===== src/logic/lsu_consts.svh =====
`ifndef LSU_CONSTS_SVH
`define LSU_CONSTS_SVH

// data and address width.
`define LSU_XLEN 32

// depth of the data RAM in 32-bit words.
`define LSU_RAM_WORDS 256

// idle cycles between address accept and response valid, 0 to 3.
`define LSU_RAM_DELAY 1

`endif


===== src/logic/lsu_pkg.sv =====
`default_nettype none

package lsu_pkg;

	// funct3 encodings of the load and store instructions.
	typedef enum logic [2:0] {
		op_byte   = 3'd0,
		op_half   = 3'd1,
		op_word   = 3'd2,
		op_byte_u = 3'd4,
		op_half_u = 3'd5
	} mem_op_t;

	// bus sequencer state.
	typedef enum logic [1:0] {
		st_idle,
		st_read,
		st_write
	} seq_state_t;

endpackage

`default_nettype wire


===== src/logic/lsu_load_align.sv =====
`timescale 1ns/1ps
`default_nettype none
`include "lsu_consts.svh"

module lsu_load_align import lsu_pkg::*; (
	input  wire                   clock,
	input  wire                   reset,
	input  wire                   lsu_done,
	input  wire                   req_ren,
	input  wire mem_op_t          req_op,
	input  wire [`LSU_XLEN-1:0]   req_addr,
	input  wire [3:0]             req_rd,
	input  wire                   req_reg_wen,
	input  wire [`LSU_XLEN-1:0]   load_word,
	output logic [`LSU_XLEN-1:0]  wb_val,
	output logic [3:0]            rd_next,
	output logic                  reg_wen_next,
	output logic                  lsu_load,
	output logic                  wb_valid
);

	logic [`LSU_XLEN-1:0] shifted;
	logic [`LSU_XLEN-1:0] extended;

	// bring the addressed lane down to bit 0.
	assign shifted = load_word >> {req_addr[1:0], 3'b000};

	always_comb begin
		case (req_op)
			op_byte:   extended = {{24{shifted[7]}}, shifted[7:0]};
			op_half:   extended = {{16{shifted[15]}}, shifted[15:0]};
			op_byte_u: extended = {24'b0, shifted[7:0]};
			op_half_u: extended = {16'b0, shifted[15:0]};
			default:   extended = shifted;
		endcase
	end

	always_ff @(posedge clock) begin
		if (reset)
			wb_valid <= 1'b0;
		else
			wb_valid <= lsu_done;
	end

	always_ff @(posedge clock) begin
		if (lsu_done) begin
			wb_val       <= req_ren ? extended : req_addr;
			rd_next      <= req_rd;
			reg_wen_next <= req_reg_wen;
			lsu_load     <= req_ren;
		end
	end

endmodule

`default_nettype wire


===== config.mk =====
export PLATFORM = sky130hd
export DESIGN_NAME = lsu_load_align
export DESIGN_NICKNAME = d
export VERILOG_FILES = /design/src/logic/lsu_pkg.sv /design/src/logic/lsu_load_align.sv
export VERILOG_INCLUDE_DIRS = /design/src /design/src/logic
export SDC_FILE = /design/constraint.sdc
export NUM_CORES = 1
export LEC_CHECK = 0
export BUFFER_PORTS_ARGS = -buffer_cell sky130_fd_sc_hd__buf_2
export CAP_MARGIN = 10
export CORE_MARGIN = 1.5
export CORE_UTILIZATION = 35
export CTS_CLUSTER_SIZE = 28
export DETAILED_ROUTE_END_ITERATION = 8
export SLEW_MARGIN = 5
export SYNTH_ARGS = -nofsm -noshare
export SYNTH_HDL_FRONTEND = slang
export SYNTH_SLANG_ARGS = --single-unit

===== constraint.sdc =====
create_clock -name clock -period 3.2 [get_ports clock]
set_input_delay 0.48 -clock clock [delete_from_list [all_inputs] [get_ports clock]]
set_output_delay 0.48 -clock clock [all_outputs]
set_load 0.02 [all_outputs]

# Word-level counts from Yosys, hierarchy flattened
# Index checks and enable logic that the tools add are counted.
# W data, S select, Z words.
# classes
muxes	2
reduce_logical	1
n_eq_ne	3
shifts	1
# ops
op	n
$pmux W32 S4	1
$mux W32	1
$shr A32 B5 Y32	1
$eq A3 B3 Y1 const B	2
$eq A3 B1 Y1 const B	1
$logic_not A3 Y1	1
# word_totals
output_inout_bits	39
elab_cells	12
inputBits	76
ff_bits	39

# Depth between registers and ports, before layout
# depth
ltp_word	3
mapped_depth	7

# Worst setup path before layout
# Ideal clock, no wire load.
# synth_path
kind	input -> register
startpoint	input req_addr[1]
endpoint	register wb_val[15], data pin
n_path_buf	1
required_ps	2939
setup_ps	261
path_slack_ps	1505
arrival_time_ps	1434
stages	5
cell_sequence	buf_6 mux2_4 a22oi_2 a21oi_2 a221o_1
# synth_between
elab_chain_len	3
# synth_rtl
item	line	rtl
start: declaration	lsu_load_align.sv:11	input wire [`LSU_XLEN-1:0] req_addr,
$shr A32 B5 Y32	lsu_load_align.sv:26	assign shifted = load_word >> {req_addr[1:0], 3'b000};
$pmux W32 S4	lsu_load_align.sv:29	case (req_op)
$mux W32	lsu_load_align.sv:47	wb_val <= req_ren ? extended : req_addr;
end signal: assignment	lsu_load_align.sv:47	
end: declaration	lsu_load_align.sv:15	output logic [`LSU_XLEN-1:0] wb_val,
# No other way between the ends.
# A chain may end at the register's enable or synchronous reset.

# Final worst setup path
# layout_path
startpoint	input req_addr[1]
endpoint	register wb_val[24], data pin
# The elaborated chain is that of the path after synthesis.

==> reports/summary.json <==
{
  "yosys": {
    "synthArstFlopShare_pct": 0,
    "syn-num-nets": 267,
    "synth_commonest_cells": "38 x sky130_fd_sc_hd__edfxtp_1, 30 x sky130_fd_sc_hd__a21oi_1, 19 x sky130_fd_sc_hd__nor2_1, 18 x sky130_fd_sc_hd__o21ai_0, 14 x sky130_fd_sc_hd__mux2_2",
    "postSynthRegisterBits": 39,
    "synth_top_cells_by_area": "sky130_fd_sc_hd__edfxtp_1 52%, sky130_fd_sc_hd__mux2_2 7.2%, sky130_fd_sc_hd__a21oi_1 6.9%",
    "synthesis.area_per_instance_um2": 11.4,
    "synthesis.area_um2": 2180,
    "post_synthesis_sequential_area_ratio_pct": 53.3,
    "syn-instance-count": 191,
    "synth.lib_cells_used.distinct": 30,
    "synth_top_flop_cell": "sky130_fd_sc_hd__edfxtp_1",
    "yosys.cell_count.top_type": "sky130_fd_sc_hd__edfxtp_1",
    "yosys_warnings": 0,
    "netlist.area_leader.share_pct": 52.4,
    "synth_edf_count": 38,
    "synth_area_leader_cell": "sky130_fd_sc_hd__edfxtp_1"
  },
  "clock_tree": {
    "clockRootBuffer": "sky130_fd_sc_hd__clkbuf_8",
    "clock_pin_slew_of_the_registers_on_the_worst_case_setup_and_hold_paths_ns": 0.07,
    "post_cts_hold_buffer_count": 0,
    "postCtsResizedCells": 0,
    "cts_sinks": 39,
    "cts.htree.levels": 2,
    "cts_buffers": 5,
    "postCtsSetupBuffers": 0,
    "clockBufferDepth": 2,
    "tritoncts_clock_tree": "yes"
  },
  "setup_path": {
    "crit_arrival_ns": 2.12,
    "critPathKind": "input port to flip-flop",
    "cpPeakStageDelay_ns": 0.58,
    "critPathRequiredTime_ns": 3.36,
    "startpoint_type": "input port",
    "crit_path_start": "req_addr[1]",
    "critical_path_peak_fanout": 34,
    "critical_path.endpoint_type": "flip-flop",
    "critical_path.slowest_cell": "sky130_fd_sc_hd__nor2b_1",
    "crit_chain": "buf_2, nor2b_1, nor3b_2, a221o_1"
  },
  "floorplanning": {
    "die_y_um": 81.9,
    "num_rows": 28,
    "fp.coreArea_um2": 5960,
    "io-pin-count": 115,
    "design.die.area_um2": 6700,
    "horizontal_extent_of_the_die_um": 81.9,
    "floorplan.initialDensity_pct": 36.6
  },
  "sta": {
    "timing.setup.tns_ns": 0,
    "finalSetupViolations": 0,
    "slew_headroom_pct": 44.1,
    "timing.fmax_mhz": 511,
    "layout_min_cycle_time_ns": 1.96,
    "final_min_period_over_clock_period_pct": 61.2,
    "fin_hold_ws_ns": 0.340,
    "maxSlewViolCount": 0,
    "worst_slew_pin_slew_ns": 0.839,
    "rsz0062_at_grt": "no",
    "hold_violations": 0
  },
  "global_route": {
    "antenna_violations_before_repair": 0,
    "grt_use_total_pct": 17.0,
    "overflow": 0,
    "grt_pass1_wl_mm": 8.26,
    "first_global_vias": 1655,
    "pin_count_of_the_biggest_net_entering_global_routing": 45
  },
  "power_and_ir_drop": {
    "total_power_w": 0.00132,
    "ir_drop_mv": 0.209,
    "power_density_nw_per_um2": 460,
    "power_leakage_nw": 1.22
  },
  "min_path": {
    "holdCritPathClass": "input port to flip-flop",
    "min-delay-start": "reset"
  },
  "flow_run": {
    "drv_cap": 0
  },
  "drt": {
    "drt_first_pass_iters": 4,
    "avgViaCountPerCell": 5.01,
    "final_antenna_violating_net_count": 0,
    "detail_route.wl_per_cell_um": 15.2,
    "dr_total_vias": 1869,
    "drt_iter0_drc": 167,
    "drc_errors": 0,
    "detail_route.wirelength_mm": 5.68
  },
  "finish": {
    "fill_cells": 607,
    "syn2layout_area_growth_pct": 32.0,
    "multi_input_area_um2": 921,
    "nets": 373,
    "final_core_utilization_pct": 48.2,
    "n_antenna_cell": 0,
    "register_area_um2": 1160,
    "post-route-cell-area_um2": 2870,
    "final_layout_size_suffix_gt1_share_pct": 47.3
  },
  "place": {
    "postPlaceCellArea_um2": 2770,
    "gp_congestion": 0.791,
    "port-buffer-count": 114,
    "place.detailed.hpwl_mm": 4.26
  },
  "run_status": {
    "run_status": "complete, no violations"
  }
}
==> per-stage QoR <==
| stage | instances | setup slack [ns] |
|---|---|---|
| floorplan | 191 | 1.51 |
| CTS | 373 | 1.22 |
| global route | 373 | 1.01 |
| global placement | 365 | 0.976 |
| finish | 373 | 1.24 |
| detailed placement | 365 | 0.928 |
==> power breakdown <==
group	internal (W)	total [W]	switching (W)
Sequential	0.000619	0.000631	0.0000114
Clock	0.000228	0.000395	0.000167
Combinational	0.000121	0.000296	0.000175
==> cell type report <==
cell class	instances	share of cell area [%]
flip-flops and latches	39	40.4
multi-input cells	134	32.1
repair buffers	116	20.4
well taps	75	3.27
clock buffers	5	2.40
clock inverters	3	1.35
inverters	1	0.131
==> final timing paths <==
kind                    endpoint  slack, ns  cells after the start
worst max-delay path  wb_val[24]       1.24                      4
worst min-delay path    wb_valid       0.34                      2
==> cell usage in the layout, fill, tap and decap left out, types with 2 or more instances in the layout <==
| cell type | Yosys | routed |
|---|---|---|
| sky130_fd_sc_hd__a211oi_1 | 5 | 5 |
| sky130_fd_sc_hd__a21oi_1 | 30 | 30 |
| sky130_fd_sc_hd__a221o_1 | 9 | 9 |
| sky130_fd_sc_hd__buf_2 | 7 | 114 |
| sky130_fd_sc_hd__buf_4 | 3 | 2 |
| sky130_fd_sc_hd__clkbuf_8 | 0 | 5 |
| sky130_fd_sc_hd__edfxtp_1 | 38 | 38 |
| sky130_fd_sc_hd__mux2_2 | 14 | 14 |
| sky130_fd_sc_hd__mux2i_1 | 9 | 9 |
| sky130_fd_sc_hd__nand3b_1 | 9 | 9 |
| sky130_fd_sc_hd__nor2_1 | 19 | 19 |
| sky130_fd_sc_hd__nor2b_1 | 8 | 8 |
| sky130_fd_sc_hd__o21ai_0 | 18 | 18 |
==> routing by layer <==
layer	GRT usage (%)	routed length [um]
met5	0	0
met4	5.08	56
met3	4.78	432
met2	26.7	2630
met1	22.9	2560
==> critical path: cells and delay by family <==
kind | cells | cell delay, ns
and+or+nand+nor | 2 | 1.11
buffers and inverters | 1 | 0.30
AOI/OAI and AO/OA | 1 | 0.22
==> registers in the layout, summed over array words and instances, names as in the netlist <==
signal        count
rd_next           4
lsu_load          1
reg_wen_next      1
wb_valid          1
wb_val           32
==> cells by family after synthesis <==
kind of cell              Yosys count  synth area share, %
AOI/OAI and AO/OA                  66                 18.6
and+or+nand+nor                    43                 11.3
DFF                                39                 53.3
muxes                              24                 12.1
buffers and inverters              18                 4.37
xor gates and xnor gates            1                0.402
No activity file was read; power rests on OpenSTA's default activity.
