===== src/logic/lsu_consts.svh =====
`ifndef LSU_CONSTS_SVH
`define LSU_CONSTS_SVH

// data and address width.
`define LSU_XLEN 32

// depth of the data RAM in 32-bit words.
`define LSU_RAM_WORDS 256

// idle cycles between address accept and response valid, 0 to 3.
`define LSU_RAM_DELAY 1

`endif


===== src/logic/lsu_pkg.sv =====
`default_nettype none

package lsu_pkg;

	// funct3 encodings of the load and store instructions.
	typedef enum logic [2:0] {
		op_byte   = 3'd0,
		op_half   = 3'd1,
		op_word   = 3'd2,
		op_byte_u = 3'd4,
		op_half_u = 3'd5
	} mem_op_t;

	// bus sequencer state.
	typedef enum logic [1:0] {
		st_idle,
		st_read,
		st_write
	} seq_state_t;

endpackage

`default_nettype wire


===== src/logic/lsu_axi_master.sv =====
`timescale 1ns/1ps
`default_nettype none
`include "lsu_consts.svh"

module lsu_axi_master import lsu_pkg::*; (
	input  wire                     clock,
	input  wire                     reset,
	input  wire                     req_fire,
	input  wire                     req_ren,
	input  wire                     req_wen,
	input  wire [`LSU_XLEN-1:0]     req_addr,
	input  wire mem_op_t            req_op,
	input  wire [`LSU_XLEN/8-1:0]   wstrb,
	input  wire [`LSU_XLEN-1:0]     wdata,
	input  wire                     arready,
	input  wire                     rvalid,
	input  wire [`LSU_XLEN-1:0]     rdata,
	input  wire                     awready,
	input  wire                     wready,
	input  wire                     bvalid,
	output logic [`LSU_XLEN-1:0]    araddr,
	output logic [2:0]              arsize,
	output logic                    arvalid,
	output logic                    rready,
	output logic [`LSU_XLEN-1:0]    awaddr,
	output logic [2:0]              awsize,
	output logic                    awvalid,
	output logic [`LSU_XLEN-1:0]    wdata_out,
	output logic [`LSU_XLEN/8-1:0]  wstrb_out,
	output logic                    wvalid,
	output logic                    bready,
	output logic                    lsu_done,
	output logic [`LSU_XLEN-1:0]    load_word
);

	seq_state_t state;
	logic [2:0] op_bits;

	assign op_bits = req_op;

	// ########################################################################
	// channel sequencing
	// ########################################################################

	always_ff @(posedge clock) begin
		if (reset) begin
			state   <= st_idle;
			arvalid <= 1'b0;
			awvalid <= 1'b0;
			wvalid  <= 1'b0;
		end else begin
			case (state)
				st_idle: begin
					if (req_fire && req_ren) begin
						arvalid <= 1'b1;
						state   <= st_read;
					end else if (req_fire && req_wen) begin
						awvalid <= 1'b1;
						wvalid  <= 1'b1;
						state   <= st_write;
					end
				end
				st_read: begin
					if (arvalid && arready)
						arvalid <= 1'b0;
					if (rvalid)
						state <= st_idle;
				end
				st_write: begin
					// aw and w may be taken in different cycles.
					if (awvalid && awready)
						awvalid <= 1'b0;
					if (wvalid && wready)
						wvalid <= 1'b0;
					if (bvalid)
						state <= st_idle;
				end
				default: state <= st_idle;
			endcase
		end
	end

	assign lsu_done = (state == st_idle && req_fire && !req_ren && !req_wen) ||
		(state == st_read && rvalid) || (state == st_write && bvalid);

	// ########################################################################
	// bus fields
	// ########################################################################

	assign araddr    = req_addr;
	assign awaddr    = req_addr;
	assign arsize    = {1'b0, op_bits[1:0]};
	assign awsize    = {1'b0, op_bits[1:0]};
	assign wdata_out = wdata;
	assign wstrb_out = wstrb;
	assign rready    = 1'b1;
	assign bready    = 1'b1;
	assign load_word = rdata;

	a_one_channel: assert property (@(posedge clock) disable iff (reset)
		!(arvalid && awvalid));

	a_ar_hold: assert property (@(posedge clock) disable iff (reset)
		arvalid && !arready |=> arvalid && $stable(araddr) && $stable(arsize));

endmodule

`default_nettype wire


===== config.mk =====
export PLATFORM = sky130hd
export DESIGN_NAME = lsu_axi_master
export DESIGN_NICKNAME = d
export VERILOG_FILES = /design/src/logic/lsu_pkg.sv /design/src/logic/lsu_axi_master.sv
export VERILOG_INCLUDE_DIRS = /design/src /design/src/logic
export SDC_FILE = /design/constraint.sdc
export NUM_CORES = 1
export LEC_CHECK = 0
export BUFFER_PORTS_ARGS = -buffer_cell sky130_fd_sc_hd__buf_2
export CAP_MARGIN = 5
export CELL_PAD_IN_SITES_DETAIL_PLACEMENT = 0
export CELL_PAD_IN_SITES_GLOBAL_PLACEMENT = 2
export CORE_ASPECT_RATIO = 1.1
export CORE_MARGIN = 4
export CORE_UTILIZATION = 10
export DETAILED_ROUTE_END_ITERATION = 8
export GPL_ROUTABILITY_DRIVEN = 0
export PLACE_DENSITY = 0.8
export SLEW_MARGIN = 20
export SYNTH_ARGS = -nofsm -noshare
export SYNTH_HDL_FRONTEND = slang
export SYNTH_SLANG_ARGS = --single-unit

===== constraint.sdc =====
create_clock -name clock -period 2.7 [get_ports clock]
set_clock_uncertainty 0.1 [all_clocks]
set_input_delay 0.675 -clock clock [delete_from_list [all_inputs] [get_ports clock]]
set_output_delay 0.675 -clock clock [all_outputs]
set_load 0.1 [all_outputs]

## Word level (Yosys, flattened, before mapping)

Cells that the tools add are included.

- Register bits: 5
- Bits in latches: 0
- RAM bits: 0
- ROM bits: 0
- Input bits: 113
- Output and inout bits: 144
- Word-level logic and storage cells: 50
- Memories kept: 0

- Add/subtract/negate cells: 0
- Multipliers: 0
- Div/mod/pow operators: 0
- Magnitude comparators: 0
- Eq/ne operators: 11
- Shift-type cells: 0
- Mux-type cells: 14
- Bitwise operators: 0
- Reductions and logical operators: 21

Operators by type and width:

| cell | count |
|---|---|
| 2-bit inequality test (second input constant) | 8 |
| 1-bit logical AND | 10 |
| 2-bit 2-to-1 mux | 4 |
| 4-bit AND reduction | 2 |
| 1-bit 2-to-1 mux | 6 |
| 1-bit case mux with 2 select lines | 3 |
| 2-bit case mux with 3 select lines | 1 |
| 3-bit AND reduction | 2 |
| 2-bit nonzero test | 2 |
| 3-bit inequality test (second input constant) | 1 |
| 2-bit by 1-bit == test with 1-bit output (second input constant) | 1 |
| 2-bit == test (second input constant) | 1 |
| 1-bit zero test | 2 |
| 2-bit zero test | 1 |
| 1-bit logical OR | 2 |

## Depth between registers and ports, before layout

- Word-level depth: 6
- Depth in mapped cells: 3
- Gate-level depth less buffers: 3

## Worst setup path before layout

Ideal clock, no wire load.

- Kind: input-to-output
- From: input req_fire
- To: output lsu_done
- Arrival: 2.480 ns
- Required time: 1.925 ns
- Slack: -0.555 ns
- Stages: 3
- Buffers on the path: 0
- Path through: nor2b_1 > a21oi_1 > a21oi_1

- Word-level cells in the longest chain between the ends: 5

Ends and longest elaborated chain:

| item | RTL line | RTL |
|---|---|---|
| start: declaration | lsu_axi_master.sv:8 | `input wire req_fire,` |
| 1-bit logical AND (3 in a row) | lsu_axi_master.sv:83 | `assign lsu_done = (state == st_idle && req_fire && !req_ren && !req_wen) \|\|` |
| 1-bit logical OR | lsu_axi_master.sv:83 |  |
| 1-bit logical OR | lsu_axi_master.sv:84 | `(state == st_read && rvalid) \|\| (state == st_write && bvalid);` |
| end: declaration | lsu_axi_master.sv:32 | `output logic lsu_done,` |

Every way passes these cells.

## Final worst setup path

Ends and elaborated chain as after synthesis.

==> flow_summary.yaml <==
grt:
  grt_first_pass_wirelength_um: 2856
  first_global_vias: 473
  grt-ovfl-total: 0
  grt_max_degree: 9
  gr-usage-all-layers_pct: 2.506
  antenna_found_initial: 0
critical_path:
  top_fanout_value_on_the_critical_path: 4
  largest_stage_delay_on_the_critical_path_ps: 290
  worst-r2r-cell-count: 3
  critical_path.startpoint_type: "primary input"
  critical-path-slowest-cell: "nor2b_1"
  setup.worst_path.class: "primary input to primary output"
  worst-endpoint-arrival_ps: 1580
  setup.worst_path.end_class: "primary output"
  path_cells: "buf_2 -> nor2b_1 -> a21oi_1 -> a21oi_2 -> buf_12"
  crit_required_ps: 1920
route:
  first_iter_violations: 5
  m1WireLength_um: 461
  detail-route-antenna-nets: 0
  detailroute.wirelength.met2_um: 681
  detailroute.wirelength.met3_um: 448
  highest-signal-layer: "met4"
  post-route-drc-count: 0
  postRouteWirelength_um: 2135
  detailed_route_wire_length_per_cell_um: 10.26
  drt-vias-per-instance: 2.144
  drt_first_pass_iters: 4
  detailroute.via_count: 446
layout:
  ff_latch_area_um2: 100.1
  flow.area_growth_from_synthesis_pct: -51.85
  fillers: 1480
  diodes_inserted: 0
  multi_input_combinational_cell_area_um2: 168.9
  layout.nets: 165
  post_route_cells_drive_above_1_share_pct: 43.14
placement:
  pre_cts_slack_ps: 335.7
  port-buffer-count: 13
  place.detailed.hpwl_um: 1714
clock_tree:
  cts_made_buffers: 3
  tritoncts: "yes"
  postCtsResizedCells: 0
  cts.clk_slew.worst_paths_ps: 30
  cts_setup_buffers: 0
  cts_max_path_buffers: 2
  root_buffer: "clkbuf_16"
  cts_num_sinks: 5
  clk_latency_ps: 220
  cts_htree_levels: 1
  cts.hold.buffers_added: 0
die:
  dieHeight_um: 128.5
  floorplan.core_area_mm2: 0.01275
  io_pins: 257
  die_area_mm2: 0.01510
  num_rows: 43
  die_width_um: 117.5
  initial_core_util_pct: 10.35
job:
  max_cap_violations: 0
logic_synthesis:
  synth_top_cell_area_share_pct: 79.62
  post_synth_main_area_contributors: "buf_4, dfxtp_1, a21oi_1"
  synth_edf_count: 0
  synth.distinct_cells: 18
  synth_area_leader_cell: "buf_4"
  synth-warning-count: 0
  netlist_area_mm2: 0.001320
  synth-seq-cells: 5
  synth_cell_count_leaders: "buf_4, a21oi_1, dfxtp_1, inv_1"
  async_flop_share_pct: 0
  syn-instance-count: 172
  synth_most_common_cell: "buf_4"
  sequential_share_of_the_synthesized_area_pct: 7.583
  ys_dominant_reg_cell: "dfxtp_1"
  syn_avg_cell_area_um2: 7.675
timing:
  rsz0062_at_grt: "no"
  max_freq_mhz: 424.2
  report.final.slew_viol_count: 0
  min_period_ps: 2357
  timing.final.hold_violations: 0
  fraction_of_the_cycle_the_final_worst_path_needs_pct: 87.30
  setup-tns-final_ps: 0
  report.final.setup_viol: 0
  finalWorstSetupSlack_ps: 342.9
worst_hold_path:
  worst_hold_path.num_cells: 2
  hold_path_class: "flop to flop"
run_status:
  status: "finished clean"
power:
  power_leakage_nw: 0.2141
  pwr_density_cell_mw_per_mm2: 763.8
  ir_drop_v: 0.0003511
## sequential cells by signal (all words and copies together), names as in the netlist
name	count
arvalid	1
awvalid	1
state	2
wvalid	1
## cell usage in the layout (no fill, tap or decap), drive strengths merged, types with 2 or more instances in the layout
| cell type | n |
|---|---|
| buf | 13 |
| dfxtp | 5 |
| a21oi | 5 |
| conb | 4 |
| clkbuf | 4 |
| inv | 3 |
| nor2 | 2 |
| a21o | 2 |
| o21ai | 2 |
| o21bai | 2 |
## metal layers
layer	vias to the layer above	global-route usage [%]
met1	157	1.479
met3	82	1.846
met2	57	2.585
met5	-	0
li1	150	-
met4	0	6.621
## cell families after synthesis
group	synth area share, %
simple gates	3.983
other cells	0.5689
flops	7.583
buf+inv	80.47
compound gates	7.393
## area by class of cell
type / count / area share (%)
inverter: 3 / 1.772
timing repair buffer: 13 / 12.60
sequential: 5 / 15.75
tap: 157 / 30.91
clock buffer: 4 / 12.40
multi-input combinational: 26 / 26.57
## worst max-delay path: cells and delay by family
family	cells	cell delay (ps)
simple gates	1	290
buf+inv	2	300
compound gates	2	310
## final timing paths
kind             from       end  slack [ps]
max          req_fire  lsu_done         340
min           arvalid   arvalid         390
max reg2reg  state[0]  state[1]        1490
min reg2reg   arvalid   arvalid         390
## through the flow
step | instances | power (mW) | utilization (%) | hold slack, ps | area, um2
2_1_floorplan | 174 | 1.164 | - | 464.3 | 1331
3_3_place_gp | 204 | 0.2453 | 4.367 | 381.3 | 556.8
3_5_place_dp | 204 | 0.2467 | 4.367 | 391.7 | 556.8
4_1_cts | 208 | 0.4903 | 4.985 | 404.9 | 635.6
5_1_grt | 208 | 0.5060 | 4.985 | 439.7 | 635.6
6_report | 208 | 0.4855 | 4.985 | 394.0 | 635.6
## power by group
group	total (mW)	internal (mW)	switching, mW
Sequential	0.0946	0.0834	0.0112
Combinational	0.151	0.0399	0.111
Clock	0.240	0.195	0.0449
Power figures use the tool's default switching activity.
