File: config.mk
export PLATFORM = sky130hd
export DESIGN_NAME = lsu_request
export DESIGN_NICKNAME = d
export VERILOG_FILES = /design/src/logic/lsu_pkg.sv /design/src/logic/lsu_request.sv
export VERILOG_INCLUDE_DIRS = /design/src /design/src/logic
export SDC_FILE = /design/constraint.sdc
export NUM_CORES = 1
export LEC_CHECK = 0
export BUFFER_PORTS_ARGS = -buffer_cell sky130_fd_sc_hd__clkbuf_2
export CAP_MARGIN = 25
export CORE_ASPECT_RATIO = 1.4
export CORE_MARGIN = 5
export CORE_UTILIZATION = 32
export CTS_CLUSTER_SIZE = 25
export DETAILED_ROUTE_END_ITERATION = 7
export GPL_TIMING_DRIVEN = 0
export PLACE_DENSITY = 0.58
export SLEW_MARGIN = 20
export SYNTH_ARGS = -nofsm -noshare
export SYNTH_HDL_FRONTEND = slang
export SYNTH_SLANG_ARGS = --single-unit
File: constraint.sdc
create_clock -name clock -period 4.5 [get_ports clock]
set_input_delay 1.125 -clock clock [delete_from_list [all_inputs] [get_ports clock]]
set_output_delay 1.125 -clock clock [all_outputs]
set_load 0.02 [all_outputs]
File: src/logic/lsu_consts.svh
`ifndef LSU_CONSTS_SVH
`define LSU_CONSTS_SVH

// data and address width.
`define LSU_XLEN 32

// depth of the data RAM in 32-bit words.
`define LSU_RAM_WORDS 256

// idle cycles between address accept and response valid, 0 to 3.
`define LSU_RAM_DELAY 1

`endif

File: src/logic/lsu_pkg.sv
`default_nettype none

package lsu_pkg;

	// funct3 encodings of the load and store instructions.
	typedef enum logic [2:0] {
		op_byte   = 3'd0,
		op_half   = 3'd1,
		op_word   = 3'd2,
		op_byte_u = 3'd4,
		op_half_u = 3'd5
	} mem_op_t;

	// bus sequencer state.
	typedef enum logic [1:0] {
		st_idle,
		st_read,
		st_write
	} seq_state_t;

endpackage

`default_nettype wire

File: src/logic/lsu_request.sv
`timescale 1ns/1ps
`default_nettype none
`include "lsu_consts.svh"

module lsu_request import lsu_pkg::*; (
	input  wire                   clock,
	input  wire                   reset,
	input  wire                   lsu_valid,
	input  wire [3:0]             rd,
	input  wire                   reg_wen,
	input  wire mem_op_t          funct3,
	input  wire [`LSU_XLEN-1:0]   exu_val,
	input  wire [`LSU_XLEN-1:0]   lsu_data,
	input  wire                   lsu_ren,
	input  wire                   lsu_wen,
	input  wire                   lsu_done,
	output logic                  lsu_ready,
	output logic                  req_fire,
	output logic [3:0]            req_rd,
	output logic                  req_reg_wen,
	output mem_op_t               req_op,
	output logic [`LSU_XLEN-1:0]  req_addr,
	output logic                  req_ren,
	output logic                  req_wen,
	output logic [`LSU_XLEN/8-1:0] wstrb,
	output logic [`LSU_XLEN-1:0]  wdata
);

	logic [3:0]           rd_q;
	logic                 reg_wen_q;
	mem_op_t              op_q;
	logic [`LSU_XLEN-1:0] addr_q;
	logic [`LSU_XLEN-1:0] data_q;
	logic                 ren_q;
	logic                 wen_q;
	logic [2:0]           op_bits;
	logic [`LSU_XLEN-1:0] store_data;
	logic [`LSU_XLEN/8-1:0] size_mask;

	assign req_fire = lsu_valid & lsu_ready;

	always_ff @(posedge clock) begin
		if (reset) begin
			lsu_ready <= 1'b1;
		end else if (lsu_done) begin
			lsu_ready <= 1'b1;
		end else if (req_fire) begin
			lsu_ready <= 1'b0;
		end
	end

	always_ff @(posedge clock) begin
		if (req_fire) begin
			rd_q      <= rd;
			reg_wen_q <= reg_wen;
			op_q      <= funct3;
			addr_q    <= exu_val;
			data_q    <= lsu_data;
			ren_q     <= lsu_ren;
			wen_q     <= lsu_wen;
		end
	end

	// fields are visible in the transfer cycle itself so that a
	// pass-through request can complete without waiting.
	assign req_rd      = req_fire ? rd : rd_q;
	assign req_reg_wen = req_fire ? reg_wen : reg_wen_q;
	assign req_op      = req_fire ? funct3 : op_q;
	assign req_addr    = req_fire ? exu_val : addr_q;
	assign req_ren     = req_fire ? lsu_ren : ren_q;
	assign req_wen     = req_fire ? lsu_wen : wen_q;
	assign store_data  = req_fire ? lsu_data : data_q;

	assign op_bits = req_op;

	always_comb begin
		case (op_bits[1:0])
			2'b00:   size_mask = 4'b0001;
			2'b01:   size_mask = 4'b0011;
			default: size_mask = 4'b1111;
		endcase
	end

	assign wstrb = size_mask << req_addr[1:0];
	assign wdata = store_data << {req_addr[1:0], 3'b000};

	a_aligned: assert property (@(posedge clock) disable iff (reset)
		req_fire && (req_ren || req_wen) |->
			!(op_bits[1:0] == 2'b01 && req_addr[0]) &&
			!(op_bits[1:0] == 2'b10 && req_addr[1:0] != 2'b00));

endmodule

`default_nettype wire

Yosys cells after proc, flatten, opt, wreduce, memory -nomap -nowiden
Cells that the tools add are included.
{"block": "word_totals", "register_bits": 75, "inputBits": 78, "output_inout_bits": 80}
{"block": "op_classes", "eq_ne": 1, "shifts": 2, "muxes": 8, "bitwise_logic": 1, "reduce_logical": 2}
{"op": "two-way mux 32 bit", "n": 2}
{"op": "<< shifter 32 x 5 -> 32 bit", "n": 1}
{"op": "one-hot mux 4 bit (2 select lines)", "n": 1}
{"op": "two-way mux 4 bit", "n": 1}
{"op": "<< shifter 4 x 2 -> 4 bit", "n": 1}
{"op": "two-way mux 1 bit", "n": 3}
{"op": "two-way mux 3 bit", "n": 1}
{"op": "equality test 2 x 1 -> 1 bit, second input constant", "n": 1}
{"op": "logical NOT 2 bit", "n": 1}
{"op": "OR reduction 2 bit", "n": 1}
{"op": "bitwise AND 1 bit", "n": 1}

Logic depth before layout (Yosys ltp)
{"block": "logic_depth", "ltp_word": 5, "depth_mapped": 6}

Worst setup path before layout
OpenSTA, ideal clock, no wires.
{"block": "synth_path", "kind": "in2out", "start": "input port lsu_valid", "end": "output port wdata[24]", "arrival_time_ns": 2.320, "required_ns": 3.375, "slack_ns": 1.055, "path_stages": 4, "path_cell_list": "nand2_2 -> mux2_4 -> buf_6 -> a222oi_1"}
{"block": "synth_via", "elab_chain_cells": 3}
{"item": "from (decl)", "line_no": "lsu_request.sv:8", "source": "input wire lsu_valid,"}
{"item": "bitwise AND 1 bit *", "line_no": "lsu_request.sv:40", "source": "assign req_fire = lsu_valid & lsu_ready;"}
{"item": "two-way mux 32 bit"}
{"item": "<< shifter 32 x 5 -> 32 bit *", "line_no": "lsu_request.sv:85", "source": "assign wdata = store_data << {req_addr[1:0], 3'b000};"}
{"item": "to (decl)", "line_no": "lsu_request.sv:26", "source": "output logic [`LSU_XLEN-1:0] wdata"}
Every way passes the cells marked *; elsewhere a longest branch is shown, timed or not.

Final worst setup path
{"block": "layout_path", "start": "input port exu_val[0]", "end": "output port wstrb[2]"}
{"block": "layout_via", "elab_chain_cells": 2}
{"item": "from (decl)", "line_no": "lsu_request.sv:12", "source": "input wire [`LSU_XLEN-1:0] exu_val,"}
{"item": "two-way mux 32 bit"}
{"item": "<< shifter 4 x 2 -> 4 bit", "line_no": "lsu_request.sv:84", "source": "assign wstrb = size_mask << req_addr[1:0];"}
{"item": "to (decl)", "line_no": "lsu_request.sv:25", "source": "output logic [`LSU_XLEN/8-1:0] wstrb,"}
Every way passes these cells.

==> results.md <==
- Starting density of the core: 32.2%
- Largest net degree at the start of global routing: 12
- Yosys top cell by area: dfxtp_1
- Final setup vio count: 0
- Avg Vias per Cell: 4.67
- RR Startpoint: lsu_ready
- Synth cell count leaders: nand2_1, dfxtp_1, mux2i_1
- Synth Register Bits: 75
- Mapped cell area: 0.00347 mm^2
- Top-area cell type share of the netlist area: 43.3%
- First-pass GRT wire length: 18.4 mm
- Reg2reg path depth: 6
- Total GRT Usage: 18.1%
- Net Count, Synth: 524
- Worst path cell trace: clkbuf_2 -> buf_4 -> buf_6 -> nor3b_1 -> a31oi_2 -> o21ai_0 -> clkbuf_2
- CTS Hold Bufs: 0
- Largest cells by area after synthesis: dfxtp_1, nand2_1, mux2i_1, mux2_2, nor2_1
- Iteration-0 DRC Markers: 205
- Most frequent cell after synthesis: nand2_1
- Critical Path RT: 3.38 ns
- Startpoint Class: input pin
- # clock sinks: 75
- FFs w/ async S/R, synth: 0%
- Status: complete, no violations
- Vias: 3551
- WS Path Type: in -> out
- Hold path depth: 2
- Final period util: 88.4%
- Worst Hold End: data_q[30]
- VDD IR max: 0.202 mV
- Post-DP HPWL: 8.68 mm
- Layout cells sized above 1: 34.1%
- # rows: 45
- # Max-Cap Violations: 0
- Worst hold start: data_q[30]
- Initial DRT Pass Iterations: 5
- Unrepaired setup endpoints after global routing: no
- Antenna diodes: 0
- CP peak stage delay: 0.60 ns
- CP Max Fanout: 10
- Yosys warnings: 0
- Cell variety after synth: 25
- Post-synthesis sequential area ratio: 43.3%
- Most frequent CP cell: clkbuf_2
- Initial antenna violation count: 0
- Pins Over Slew Limit: 0
- DP Area: 0.00443 mm^2
- Crit path max-delay family: compound AO/OA/AOI/OAI gates
- Worst skew pair latency: 0.33 ns
- Final Cell Area: 0.00470 mm^2
- Die X-Extent: 98.0 um
- WP buf/inv: 4
- Die Y: 133 um
- Syn_area_per_cell: 7.77 um^2
- CTS buffer count: 9
- Total die area: 0.0130 mm^2
- Clk pin slew, worst setup/hold paths: 0.05 ns
- Sum of negative setup slack: 0 ns
- DRC: 0
- Htree depth: 3
- Worst-Margin Slew: 0.850 ns
- CORE AREA: 0.0108 mm^2
- Cells after Synth: 446
- Worst min-delay path category: reg -> reg
- Reg-to-reg slack, setup: 2.95 ns
- GRT overflow: 0
- Leakage Power: 0.00261 uW
- Worst Path Arrival: 2.85 ns
- R2R Path End: rd_q[0]
- Fin nets: 692
- Post-synth EDFFs: 0
- Top Ports: 158
- Setup crit end kind: output pin
- Routability Congestion: 0.843
- Clk_skew: 0.00415 ns
- Fmax: 251 MHz
- Antenna viol nets, final: 0
- Period minus WS final: 3.98 ns
- PortBufs: 157
- CP max-delay cell: a31oi_2
- Max_slew headroom: 43.1%
- Routed len/inst: 15.7 um
- Root Buffer: clkbuf_16
- Clk buf depth: 2
- Dominant synthesized flop cell: dfxtp_1
- Final hold vios: 0
- Final WL: 11.9 mm
- Pwr Density: 430 mW/mm^2
- Post-CTS resize count: 0
- Vias in the first global route: 3719
- CTS tree: yes
- Area growth syn-to-layout: 35.7%
- Post CTS Setup Buffer Count: 0
## where the power goes
group          switching, uW  leakage (uW)  total, uW  internal (uW)
clock network            262      0.000137        664            402
logic                    373       0.00184        578            206
registers               34.0      0.000631        779            745
## how the worst max path moves through the flow
stage	from	end	cells after the start
floorplan	lsu_valid	wdata[24]	4
global placement	exu_val[0]	wstrb[2]	7
detailed placement	exu_val[0]	wstrb[2]	7
CTS	exu_val[0]	wstrb[2]	7
global route	lsu_valid	wstrb[2]	7
finish	exu_val[0]	wstrb[2]	7
## layer usage
metal	vias up	routed length (um)	GRT usage, %
li1	1791	-	-
met1	1617	4550	19.2
met2	127	6100	32.3
met3	16	951	5.34
met4	0	294	8.78
met5	-	0	0
## final cells by class
| type | instances | area [um^2] |
|---|---|---|
| timing repair buffer | 157 | 786 |
| fill | 1120 | 6050 |
| clock buffer | 14 | 264 |
| tap | 141 | 176 |
| clock inverter | 2 | 10.0 |
| buffer | 27 | 156 |
| multi-input combinational | 330 | 1760 |
| inverter | 14 | 52.6 |
| sequential | 75 | 1500 |
## layout by cell type, fill, tap and decap left out, drive strengths merged, types with 2 or more instances in the layout
master and n:
buf 24, o21ai 7, nor3 2, a21oi 14, inv 14, o22ai 8, dfxtp 75, a222oi 8
mux2 17, clkinv 2, clkbuf 174, nand2 194, mux2i 41, nor2 33
## tightest hold or removal path, stage by stage, from the launching register on
cell and delay [ns]:
dfxtp_1 0.30, nand2_1 0.05, nand2_1 0.04
## per-stage QoR
stage	power (uW)	cells	worst slack, ns	utilization (%)	hold slack (ns)
after floorplan	1160	446	1.06	-	0.422
after global placement	1360	744	0.591	41.2	0.429
after detailed placement	1370	744	0.581	41.2	0.434
after CTS	2050	760	0.583	43.7	0.443
after global routing	2130	760	0.520	43.7	0.470
final	2020	760	0.522	43.7	0.438
## cell families after synthesis
kind of cell / after synthesis / share of synthesized area (%)
multiplexers: 58 / 17.5
AND/OR/NAND/NOR: 232 / 25.6
AO/OA/AOI/OAI: 40 / 7.61
buffers and inverters: 41 / 6.03
flip-flops: 75 / 43.3
## flip-flops by register name, indices dropped and copies added (netlist names)
| signal | count |
|---|---|
| addr_q | 32 |
| data_q | 32 |
| lsu_ready | 1 |
| op_q | 3 |
| rd_q | 4 |
| reg_wen_q | 1 |
| ren_q | 1 |
| wen_q | 1 |
Power figures use the tool's default switching activity.
